File: config.mk
export PLATFORM = sky130hd
export DESIGN_NAME = claw_top
export DESIGN_NICKNAME = d
export VERILOG_FILES = /design/src/rtl/claw_pkg.sv /design/src/rtl/claw_top.sv /design/src/rtl/claw_controller.sv /design/src/rtl/item_ram.sv /design/src/rtl/score_counter.sv /design/src/rtl/key_pulse.sv /design/src/rtl/angle_trig.sv
export SDC_FILE = /design/constraint.sdc
export NUM_CORES = 1
export LEC_CHECK = 0
export BUFFER_PORTS_ARGS = -buffer_cell sky130_fd_sc_hd__buf_2
export CAP_MARGIN = 20
export CELL_PAD_IN_SITES_DETAIL_PLACEMENT = 0
export CELL_PAD_IN_SITES_GLOBAL_PLACEMENT = 1
export CORE_ASPECT_RATIO = 1.25
export CORE_MARGIN = 8
export CORE_UTILIZATION = 33
export CTS_CLUSTER_DIAMETER = 200
export DETAILED_ROUTE_END_ITERATION = 10
export PLACE_DENSITY = 0.67
export SLEW_MARGIN = 0
export SYNTH_ARGS = -nofsm -noshare
export SYNTH_HDL_FRONTEND = slang
export SYNTH_SLANG_ARGS = --single-unit
File: constraint.sdc
create_clock -name clock -period 10.2 [get_ports clock]
set_clock_uncertainty 0.15 [all_clocks]
set_input_delay 1.02 -clock clock [delete_from_list [all_inputs] [get_ports clock]]
set_output_delay 1.02 -clock clock [all_outputs]
set_load 0.05 [all_outputs]
File: src/rtl/claw_pkg.sv
// claw package: geometry, timing, item word layout and shared enums
`default_nettype none

package claw_pkg;

    // rope pivot
    localparam logic [9:0] ORIGIN_X = 10'd160;
    localparam logic [9:0] ORIGIN_Y = 10'd45;

    localparam logic [9:0] ANGLE_MIN  = 10'd20;
    localparam logic [9:0] ANGLE_MAX  = 10'd160;
    localparam logic [9:0] ANGLE_STEP = 10'd10;

    localparam logic [9:0] ROPE_MIN  = 10'd20;
    localparam logic [9:0] ROPE_MAX  = 10'd275;
    localparam logic [9:0] DROP_STEP = 10'd2;    // px per frame going down
    localparam logic [9:0] REEL_STEP = 10'd1;

    // tip bounds
    localparam logic [9:0] X_LO = 10'd10;
    localparam logic [9:0] X_HI = 10'd310;
    localparam logic [9:0] Y_HI = 10'd230;

    localparam int FRAME_CYCLES = 6;    // short frame for sim
    localparam int ITEM_COUNT   = 16;
    localparam int ITEM_AW      = 4;
    localparam logic [9:0] ITEM_BOX  = 10'd16;
    localparam logic [9:0] SCORE_MAX = 10'd999;

    // item word fields
    localparam int ITEM_X_HI     = 31;
    localparam int ITEM_X_LO     = 23;
    localparam int ITEM_Y_HI     = 18;
    localparam int ITEM_Y_LO     = 11;
    localparam int ITEM_TYPE_HI  = 3;
    localparam int ITEM_TYPE_LO  = 2;
    localparam int ITEM_VIS_BIT  = 1;
    localparam int ITEM_HOOK_BIT = 0;

    typedef enum logic [1:0] {
        ITEM_STONE   = 2'd0,
        ITEM_GOLD    = 2'd1,
        ITEM_DIAMOND = 2'd2
    } item_type_e;

    typedef enum logic [3:0] {
        ST_IDLE, ST_SWING, ST_DROP, ST_SCAN_ADDR, ST_SCAN_DATA,
        ST_SCAN_TEST, ST_HOOK, ST_REEL, ST_COLLECT
    } claw_state_e;

endpackage

`default_nettype wire
File: src/rtl/claw_top.sv
// claw top: swing controller, trig table, fire key, item memory and score
`default_nettype none

module claw_top (
    input  wire                          clock,
    input  wire                          resetn,
    input  wire                          enable,
    input  wire                          draw_busy,
    input  wire                          fire_key,
    input  wire  [claw_pkg::ITEM_AW-1:0] draw_index,
    input  wire                          load_en,
    input  wire  [claw_pkg::ITEM_AW-1:0] load_index,
    input  wire  [31:0]                  load_data,
    output logic [9:0]                   degree,
    output logic [9:0]                   end_x,
    output logic [9:0]                   end_y,
    output logic [9:0]                   rope_len,
    output logic [31:0]                  draw_data,
    output logic [9:0]                   score,
    output logic                         hooked
);
    import claw_pkg::*;

    logic               fire_pending;
    logic               fire_take;
    logic [8:0]         cos_mag;
    logic [8:0]         sin_mag;
    logic               cos_neg;
    logic [ITEM_AW-1:0] rd_index;
    logic [31:0]        rd_data;
    logic               wr_en;
    logic [ITEM_AW-1:0] wr_index;
    logic [31:0]        wr_data;
    logic               add_en;
    item_type_e         add_type;

    angle_trig u_trig (
        .degree  (degree),
        .cos_mag (cos_mag),
        .sin_mag (sin_mag),
        .cos_neg (cos_neg)
    );

    key_pulse u_fire (
        .clock   (clock),
        .resetn  (resetn),
        .key     (fire_key),
        .take    (fire_take),
        .pending (fire_pending)
    );

    score_counter u_score (
        .clock    (clock),
        .resetn   (resetn),
        .add_en   (add_en),
        .add_type (add_type),
        .score    (score)
    );

    item_ram u_items (
        .clock      (clock),
        .load_en    (load_en),
        .load_index (load_index),
        .load_data  (load_data),
        .wr_en      (wr_en),
        .wr_index   (wr_index),
        .wr_data    (wr_data),
        .rd_index   (rd_index),
        .draw_index (draw_index),
        .rd_data    (rd_data),
        .draw_data  (draw_data)
    );

    claw_controller u_ctrl (
        .clock        (clock),
        .resetn       (resetn),
        .enable       (enable),
        .draw_busy    (draw_busy),
        .fire_pending (fire_pending),
        .cos_mag      (cos_mag),
        .sin_mag      (sin_mag),
        .cos_neg      (cos_neg),
        .rd_data      (rd_data),
        .fire_take    (fire_take),
        .degree       (degree),
        .end_x        (end_x),
        .end_y        (end_y),
        .rope_len     (rope_len),
        .rd_index     (rd_index),
        .wr_en        (wr_en),
        .wr_index     (wr_index),
        .wr_data      (wr_data),
        .add_en       (add_en),
        .add_type     (add_type),
        .hooked       (hooked)
    );

endmodule

`default_nettype wire

File: src/rtl/claw_controller.sv
// claw controller: swing, drop, item hit scan and reel-in state machine
`default_nettype none

module claw_controller (
    input  wire                          clock,
    input  wire                          resetn,
    input  wire                          enable,
    input  wire                          draw_busy,
    input  wire                          fire_pending,
    input  wire  [8:0]                   cos_mag,
    input  wire  [8:0]                   sin_mag,
    input  wire                          cos_neg,
    input  wire  [31:0]                  rd_data,
    output logic                         fire_take,
    output logic [9:0]                   degree,
    output logic [9:0]                   end_x,
    output logic [9:0]                   end_y,
    output logic [9:0]                   rope_len,
    output logic [claw_pkg::ITEM_AW-1:0] rd_index,
    output logic                         wr_en,
    output logic [claw_pkg::ITEM_AW-1:0] wr_index,
    output logic [31:0]                  wr_data,
    output logic                         add_en,
    output claw_pkg::item_type_e         add_type,
    output logic                         hooked
);
    import claw_pkg::*;

    claw_state_e        state;
    logic [7:0]         frame_cnt;
    logic               tick;
    logic               dir_down;    // swinging toward ANGLE_MIN
    logic [ITEM_AW-1:0] scan_idx;
    logic [ITEM_AW-1:0] hook_idx;
    logic [31:0]        item_word;   // entry under test, then the hooked one

    logic [18:0] dx_prod;
    logic [18:0] dy_prod;
    logic [9:0]  dx;
    logic [9:0]  dy;
    logic        x_oob;
    logic        y_oob;
    logic        tip_out;
    logic [9:0]  item_x;
    logic [9:0]  item_y;
    logic        hit;

    // frame tick, counter frozen while the renderer is busy
    assign tick = (frame_cnt == 8'(FRAME_CYCLES - 1)) && !draw_busy;

    always_ff @(posedge clock) begin
        if (!resetn)
            frame_cnt <= 8'd0;
        else if (tick)
            frame_cnt <= 8'd0;
        else if (!draw_busy)
            frame_cnt <= frame_cnt + 8'd1;
    end

    // tip position
    assign dx_prod = rope_len * cos_mag;
    assign dy_prod = rope_len * sin_mag;
    assign dx      = dx_prod[17:8];
    assign dy      = dy_prod[17:8];
    assign end_x   = cos_neg ? ORIGIN_X - dx : ORIGIN_X + dx;
    assign end_y   = ORIGIN_Y + dy;

    // left side checked on dx so the tip never wraps below zero
    assign x_oob   = cos_neg ? (dx >= ORIGIN_X - X_LO) : (end_x >= X_HI);
    assign y_oob   = end_y >= Y_HI;
    assign tip_out = x_oob || y_oob || (rope_len >= ROPE_MAX);

    assign rd_index = scan_idx;
    assign wr_index = hook_idx;

    // hit box, exclusive on both ends
    assign item_x = {1'b0, item_word[ITEM_X_HI:ITEM_X_LO]};
    assign item_y = {2'b0, item_word[ITEM_Y_HI:ITEM_Y_LO]};
    assign hit    = item_word[ITEM_VIS_BIT] && !item_word[ITEM_HOOK_BIT]
                    && (item_x < end_x) && (end_x < item_x + ITEM_BOX)
                    && (item_y < end_y) && (end_y < item_y + ITEM_BOX);

    always_ff @(posedge clock) begin
        if (!resetn) begin
            state     <= ST_IDLE;
            degree    <= ANGLE_MAX;
            dir_down  <= 1'b1;
            rope_len  <= ROPE_MIN;
            scan_idx  <= '0;
            hook_idx  <= '0;
            hooked    <= 1'b0;
            fire_take <= 1'b0;
            wr_en     <= 1'b0;
            add_en    <= 1'b0;
        end else begin
            fire_take <= 1'b0;
            wr_en     <= 1'b0;
            add_en    <= 1'b0;
            case (state)
                ST_IDLE: begin
                    if (enable)
                        state <= ST_SWING;
                end
                ST_SWING: begin
                    if (!enable) begin
                        state <= ST_IDLE;
                    end else if (tick && fire_pending) begin
                        fire_take <= 1'b1;    // no angle step on this tick
                        state     <= ST_DROP;
                    end else if (tick) begin
                        if (dir_down && degree == ANGLE_MIN) begin
                            dir_down <= 1'b0;
                            degree   <= degree + ANGLE_STEP;
                        end else if (!dir_down && degree == ANGLE_MAX) begin
                            dir_down <= 1'b1;
                            degree   <= degree - ANGLE_STEP;
                        end else begin
                            degree <= dir_down ? degree - ANGLE_STEP : degree + ANGLE_STEP;
                        end
                    end
                end
                ST_DROP: begin
                    if (tick) begin
                        if (tip_out) begin
                            state <= ST_REEL;    // miss
                        end else begin
                            rope_len <= (rope_len > ROPE_MAX - DROP_STEP) ?
                                        ROPE_MAX : rope_len + DROP_STEP;
                            scan_idx <= '0;
                            state    <= ST_SCAN_ADDR;
                        end
                    end
                end
                ST_SCAN_ADDR: state <= ST_SCAN_DATA;    // ram read in flight
                ST_SCAN_DATA: begin
                    item_word <= rd_data;
                    state     <= ST_SCAN_TEST;
                end
                ST_SCAN_TEST: begin
                    if (hit) begin
                        hook_idx                 <= scan_idx;
                        hooked                   <= 1'b1;
                        item_word[ITEM_HOOK_BIT] <= 1'b1;
                        wr_data                  <= item_word;
                        wr_data[ITEM_HOOK_BIT]   <= 1'b1;
                        wr_en                    <= 1'b1;
                        state                    <= ST_HOOK;
                    end else if (scan_idx == ITEM_AW'(ITEM_COUNT - 1)) begin
                        state <= ST_DROP;
                    end else begin
                        scan_idx <= scan_idx + 1'b1;
                        state    <= ST_SCAN_ADDR;
                    end
                end
                ST_HOOK: state <= ST_REEL;    // hooked flag written back here
                ST_REEL: begin
                    if (tick) begin
                        if (rope_len > ROPE_MIN) begin
                            rope_len <= rope_len - REEL_STEP;
                        end else if (hooked) begin
                            wr_data               <= item_word;
                            wr_data[ITEM_VIS_BIT] <= 1'b0;
                            wr_en                 <= 1'b1;
                            add_en                <= 1'b1;
                            add_type <= item_type_e'(item_word[ITEM_TYPE_HI:ITEM_TYPE_LO]);
                            state                 <= ST_COLLECT;
                        end else begin
                            state <= ST_SWING;
                        end
                    end
                end
                ST_COLLECT: begin
                    hooked <= 1'b0;
                    state  <= ST_SWING;
                end
                default: state <= ST_IDLE;
            endcase
        end
    end

    a_degree_range: assert property (@(posedge clock) disable iff (!resetn)
        degree >= ANGLE_MIN && degree <= ANGLE_MAX);
    a_rope_range: assert property (@(posedge clock) disable iff (!resetn)
        rope_len >= ROPE_MIN && rope_len <= ROPE_MAX);
    a_no_write_swing: assert property (@(posedge clock) disable iff (!resetn)
        state == ST_SWING |-> !wr_en);

endmodule

`default_nettype wire

File: src/rtl/item_ram.sv
// item ram: 16 x 32 item memory, one write port and two registered read ports
`default_nettype none

module item_ram (
    input  wire                          clock,
    input  wire                          load_en,
    input  wire  [claw_pkg::ITEM_AW-1:0] load_index,
    input  wire  [31:0]                  load_data,
    input  wire                          wr_en,
    input  wire  [claw_pkg::ITEM_AW-1:0] wr_index,
    input  wire  [31:0]                  wr_data,
    input  wire  [claw_pkg::ITEM_AW-1:0] rd_index,
    input  wire  [claw_pkg::ITEM_AW-1:0] draw_index,
    output logic [31:0]                  rd_data,
    output logic [31:0]                  draw_data
);
    import claw_pkg::*;

    logic [31:0] mem [ITEM_COUNT];

    // single write port, load side first
    always_ff @(posedge clock) begin
        if (load_en)
            mem[load_index] <= load_data;
        else if (wr_en)
            mem[wr_index] <= wr_data;
    end

    // controller port
    always_ff @(posedge clock) begin
        rd_data <= mem[rd_index];
    end

    // renderer port
    always_ff @(posedge clock) begin
        draw_data <= mem[draw_index];
    end

endmodule

`default_nettype wire

File: src/rtl/score_counter.sv
// score counter: adds item values on a strobe, saturating at 999
`default_nettype none

module score_counter (
    input  wire                  clock,
    input  wire                  resetn,
    input  wire                  add_en,
    input  wire claw_pkg::item_type_e add_type,
    output logic [9:0]           score
);
    import claw_pkg::*;

    logic [3:0]  add_val;
    logic [10:0] sum;

    always_comb begin
        case (add_type)
            ITEM_GOLD:    add_val = 4'd2;
            ITEM_DIAMOND: add_val = 4'd5;
            default:      add_val = 4'd1;    // stone
        endcase
    end

    assign sum = {1'b0, score} + {7'b0, add_val};

    always_ff @(posedge clock) begin
        if (!resetn)
            score <= 10'd0;
        else if (add_en)
            score <= (sum > {1'b0, SCORE_MAX}) ? SCORE_MAX : sum[9:0];
    end

    a_score_max: assert property (@(posedge clock) disable iff (!resetn) score <= SCORE_MAX);

endmodule

`default_nettype wire

File: src/rtl/key_pulse.sv
// key pulse: fire key synchronizer with rising edge request latch
`default_nettype none

module key_pulse (
    input  wire  clock,
    input  wire  resetn,
    input  wire  key,
    input  wire  take,
    output logic pending
);

    logic sync0;
    logic sync1;
    logic key_q;    // last synced level
    logic rise;

    assign rise = sync1 & ~key_q;

    always_ff @(posedge clock) begin
        if (!resetn) begin
            sync0   <= 1'b0;
            sync1   <= 1'b0;
            key_q   <= 1'b0;
            pending <= 1'b0;
        end else begin
            sync0 <= key;
            sync1 <= sync0;
            key_q <= sync1;
            if (take)
                pending <= 1'b0;    // take wins over a new edge
            else if (rise)
                pending <= 1'b1;
        end
    end

    a_no_rise_on_take: assert property (@(posedge clock) disable iff (!resetn)
        $rose(pending) |-> !take);

endmodule

`default_nettype wire

File: src/rtl/angle_trig.sv
// angle trig: cosine and sine magnitudes on the 10 degree grid, cosine sign
`default_nettype none

module angle_trig (
    input  wire  [9:0] degree,
    output logic [8:0] cos_mag,
    output logic [8:0] sin_mag,
    output logic       cos_neg
);

    // 256 * sin(a), a in 0..90
    function automatic logic [8:0] sin_lut(input logic [9:0] a);
        case (a)
            10'd0:   sin_lut = 9'd0;
            10'd10:  sin_lut = 9'd44;
            10'd20:  sin_lut = 9'd88;
            10'd30:  sin_lut = 9'd128;
            10'd40:  sin_lut = 9'd165;
            10'd50:  sin_lut = 9'd196;
            10'd60:  sin_lut = 9'd222;
            10'd70:  sin_lut = 9'd241;
            10'd80:  sin_lut = 9'd252;
            10'd90:  sin_lut = 9'd256;
            default: sin_lut = 9'd0;    // off grid
        endcase
    endfunction

    always_comb begin
        if (degree <= 10'd90) begin
            sin_mag = sin_lut(degree);
            cos_mag = sin_lut(10'd90 - degree);
            cos_neg = 1'b0;
        end else if (degree <= 10'd180) begin
            // second quadrant, mirror about 90
            sin_mag = sin_lut(10'd180 - degree);
            cos_mag = sin_lut(degree - 10'd90);
            cos_neg = 1'b1;
        end else begin
            sin_mag = 9'd0;
            cos_mag = 9'd0;
            cos_neg = 1'b0;
        end
    end

endmodule

`default_nettype wire

==> results.py <==
metrics = {
    "global_routing": {
        "gr-usage-met2_pct": 29.8,
        "grt_usage_pct": 16.8,
        "antenna_found_initial": 9,
        "grt_pass1_vias": 25600,
        "grt_max_degree": 99,
        "busiest_layer": "met2",
        "met1_usage_pct": 21.1,
        "overflow": 0,
        "grt_pass1_wl_um": 164000,
        "grtUsageMet3_pct": 2.55,
    },
    "floorplan": {
        "io_pins": 129,
        "dieArea_um2": 129000,
        "initial_core_util_pct": 33.1,
        "rows": 141,
        "die_x_um": 323,
        "fp.coreArea_um2": 118000,
        "die_h_um": 400,
    },
    "synthesis": {
        "synth_ff_type": "edfxtp_1",
        "syn_inst": 2734,
        "synth_cell_types": 94,
        "syn_nets": 3021,
        "synth_edf_count": 578,
        "async_reset_ff_share_pct": 0,
        "ys_ff_latch": 700,
        "syn_area_per_cell_um2": 14.3,
        "netlist_area_um2": 39000,
        "ys_warn_count": 0,
        "yosysSeqAreaShare_pct": 50.8,
    },
    "worst_setup_path": {
        "r2r_slack_ps": 320,
        "crit_family": "adder cells",
        "path_buf_inv": 7,
        "r2r_cells": 39,
        "r2r-end": "u_ctrl.wr_data[11]$_DFFE_PP_",
        "crit_type": "reg2reg",
        "slowest_delay_ps": 560,
        "slowest_stage": "fa_1",
        "start_kind": "register",
        "rr_startpoint": "u_ctrl.degree[2]$_SDFFE_PN0P_",
        "end_kind": "register",
        "crit_fanout": 8,
        "required_ps": 10400,
        "worst_ep_arrival_time_ps": 10080,
    },
    "finish": {
        "fillers": 11000,
        "drive_gt1_share_pct": 29.2,
        "nNetsFinal": 3203,
        "multi_input_area_um2": 18400,
        "area_growth_pct": 16.7,
        "regArea_um2": 19800,
    },
    "sta": {
        "max_slew_margin_pct": 29.1,
        "tightest_slew_ps": 1060,
        "finalSetupViolCount": 0,
        "report.final.hold_viol_count": 0,
        "final_max_slew_viol_count": 0,
        "holdWs_ps": 237,
        "fin_crit_sh_pct": 96.8,
        "fin_ws_ps": 324,
        "fin_crit_ps": 9880,
        "fmax_ghz": 0.101,
    },
    "cts": {
        "cts_buffer_depth": 3,
        "clk-insertion-delay-late_ps": 650,
        "path_clk_slew_ps": 60,
        "htreeDepth": 3,
        "cts_sinks": 700,
        "numCtsBuffers": 73,
        "postCtsHoldBufs": 0,
        "cts_tree": "built",
        "root_buffer": "clkbuf_16",
    },
    "detailed_routing": {
        "drc_errors": 0,
        "wire_per_inst_um": 24.0,
        "ant_nets": 0,
        "drt_iter0_markers": 2040,
        "vias_per_cell": 5.37,
        "dr.pass1.iters": 6,
        "wl_um": 109000,
        "vias": 24500,
    },
    "worst_hold_path": {
        "whs_path_depth": 1,
        "min_to": "u_fire.pending$_SDFFE_PP0P_",
        "hold_start": "u_ctrl.fire_take$_SDFF_PN0_",
        "hold_path.class": "reg2reg",
    },
    "run": {
        "maxCapViolations": 0,
    },
    "place": {
        "globalplace.congestion": 0.862,
        "dp_slack_ps": 43.9,
        "port_buffers": 127,
        "place.detailed.hpwl_um": 69000,
    },
    "power": {
        "ir_worst_vdd_mv": 0.153,
        "p_leak_uw": 0.0162,
        "power_density_nw_per_um2": 154,
    },
    "run_status": {
        "status": "completed",
    },
}
-- cells in the mapped netlist (all sizes together) (6+ instances only) --
cell type	number	area share [%]
ha	130	4.2
or3	17	0.29
and2	70	1.1
o31ai	9	0.17
inv	213	2.1
a22oi	9	0.17
edfxtp	578	45
a211o	6	0.13
a211oi	9	0.19
nor2	133	1.3
a21o	16	0.31
nand4	11	0.18
nor2b	41	0.66
nor3	35	0.48
o22ai	18	0.30
nand3	55	0.71
xnor2	43	0.97
nor3b	7	0.15
mux2	36	1.0
a21oi	84	1.1
nor4	12	0.19
clkbuf	115	1.1
nand3b	6	0.12
and3	25	0.40
fa	111	5.7
mux4	320	18
xor2	31	0.70
nand2	166	1.6
a22o	6	0.13
a31oi	30	0.52
o21a	9	0.17
o21ai	68	0.87
buf	42	0.49
dfxtp	122	6.3
nor4b	6	0.19
mux2i	11	0.28
o211ai	18	0.36
nand2b	33	0.53
-- kinds of logic (layout without fill, tap and decap cells) --
logic type                 Yosys count  count (layout)  share of synthesized area [%]
buffers and inverters              370             611                           3.65
DFF                                700             700                           50.8
adders and majority gates          241             241                           9.87
and+or+nand+nor                    634             634                           8.24
muxes                              367             367                           19.8
AOI/OAI and AO/OA                  347             347                           5.99
other                                1               9                        0.00962
xor gates and xnor gates            74              74                           1.66
-- registers in the layout, indices dropped and copies added (netlist names), 2 cells and up --
signal / cells
u_ctrl.add_type: 2
u_ctrl.degree: 9
u_ctrl.frame_cnt: 8
u_ctrl.item_word: 32
u_ctrl.rd_index: 4
u_ctrl.rope_len: 10
u_ctrl.state: 4
u_ctrl.wr_data: 32
u_ctrl.wr_index: 4
u_items.draw_data: 32
u_items.mem: 512
u_items.rd_data: 32
u_score.score: 10
-- cell type report --
cell class	instances	share of cell area (%)
sequential	700	43.6
tap	1573	4.32
antenna	8	0.0440
multi-input combinational	1664	40.5
clock buffer	86	4.26
timing repair buffer	264	3.79
clock inverter	48	1.73
inverter	213	1.76
-- through the flow --
stage / total power (µW) / utilization (%) / cell area [µm²] / instances / TNS, ps
floorplan: 3870 / - / 39100 / 2734 / 0
global route: 7220 / 38.7 / 45500 / 4549 / -1940
finish: 6990 / 38.7 / 45500 / 4556 / 0
detailed placement: 4070 / 35.9 / 42200 / 4397 / 0
global placement: 4060 / 35.9 / 42200 / 4397 / 0
CTS: 7070 / 38.2 / 44900 / 4531 / 0
-- where the power goes --
part | leakage (µW) | switching, µW | internal, µW
Sequential | 0.00623 | 75.4 | 3180
Clock | 0.00132 | 1140 | 1850
Combinational | 0.00860 | 364 | 369
Total | 0.0162 | 1580 | 5410
-- how the worst max path moves through the flow --
stage          cells after the start                           from                              end
3_5_place_dp                      38  u_ctrl.degree[2]$_SDFFE_PN0P_     u_ctrl.wr_data[12]$_DFFE_PP_
3_3_place_gp                      38  u_ctrl.degree[4]$_SDFFE_PN0P_     u_ctrl.wr_data[12]$_DFFE_PP_
4_1_cts                           38  u_ctrl.degree[2]$_SDFFE_PN0P_     u_ctrl.wr_data[28]$_DFFE_PP_
2_1_floorplan                     38  u_ctrl.degree[4]$_SDFFE_PN0P_  u_ctrl.wr_data[0]$_SDFFCE_PN1P_
5_1_grt                           38  u_ctrl.degree[2]$_SDFFE_PN0P_     u_ctrl.wr_data[11]$_DFFE_PP_
6_report                          39  u_ctrl.degree[2]$_SDFFE_PN0P_     u_ctrl.wr_data[11]$_DFFE_PP_
-- cell usage in the layout, fill, tap and decap left out, types with 67 or more instances in the layout --
cell type    n
nand2_1    164
mux4_2     320
edfxtp_1   578
ha_1       121
nor2_1     111
and2_1      67
clkbuf_16   75
fa_1       111
inv_1      212
buf_4      133
dfxtp_1    113
a21oi_1     71
buf_2      125
-- metal layers --
metal | vias to the layer above | routed length [µm]
met2 | 716 | 57100
met5 | - | 27
li1 | 10800 | -
met3 | 171 | 6120
met4 | 4 | 2570
met1 | 12800 | 43700
-- worst register-to-register path, delay by kind of cell (launching register included) --
kind	cells	cell delay [ps]
AOI/OAI and AO/OA	13	2560
buffers and inverters	7	840
adders and majority gates	8	3120
and+or+nand+nor	8	1970
DFF	1	350
xor gates and xnor gates	3	590
-- timing repair --
item / in CTS / in global routing
gates cloned: 0 / 1
setup endpoints to repair: 17 / 49
buffers inserted: 0 / 16
gates resized for setup: 2 / 80
pin swaps: 0 / 21
(Power assumes the default switching activity.)
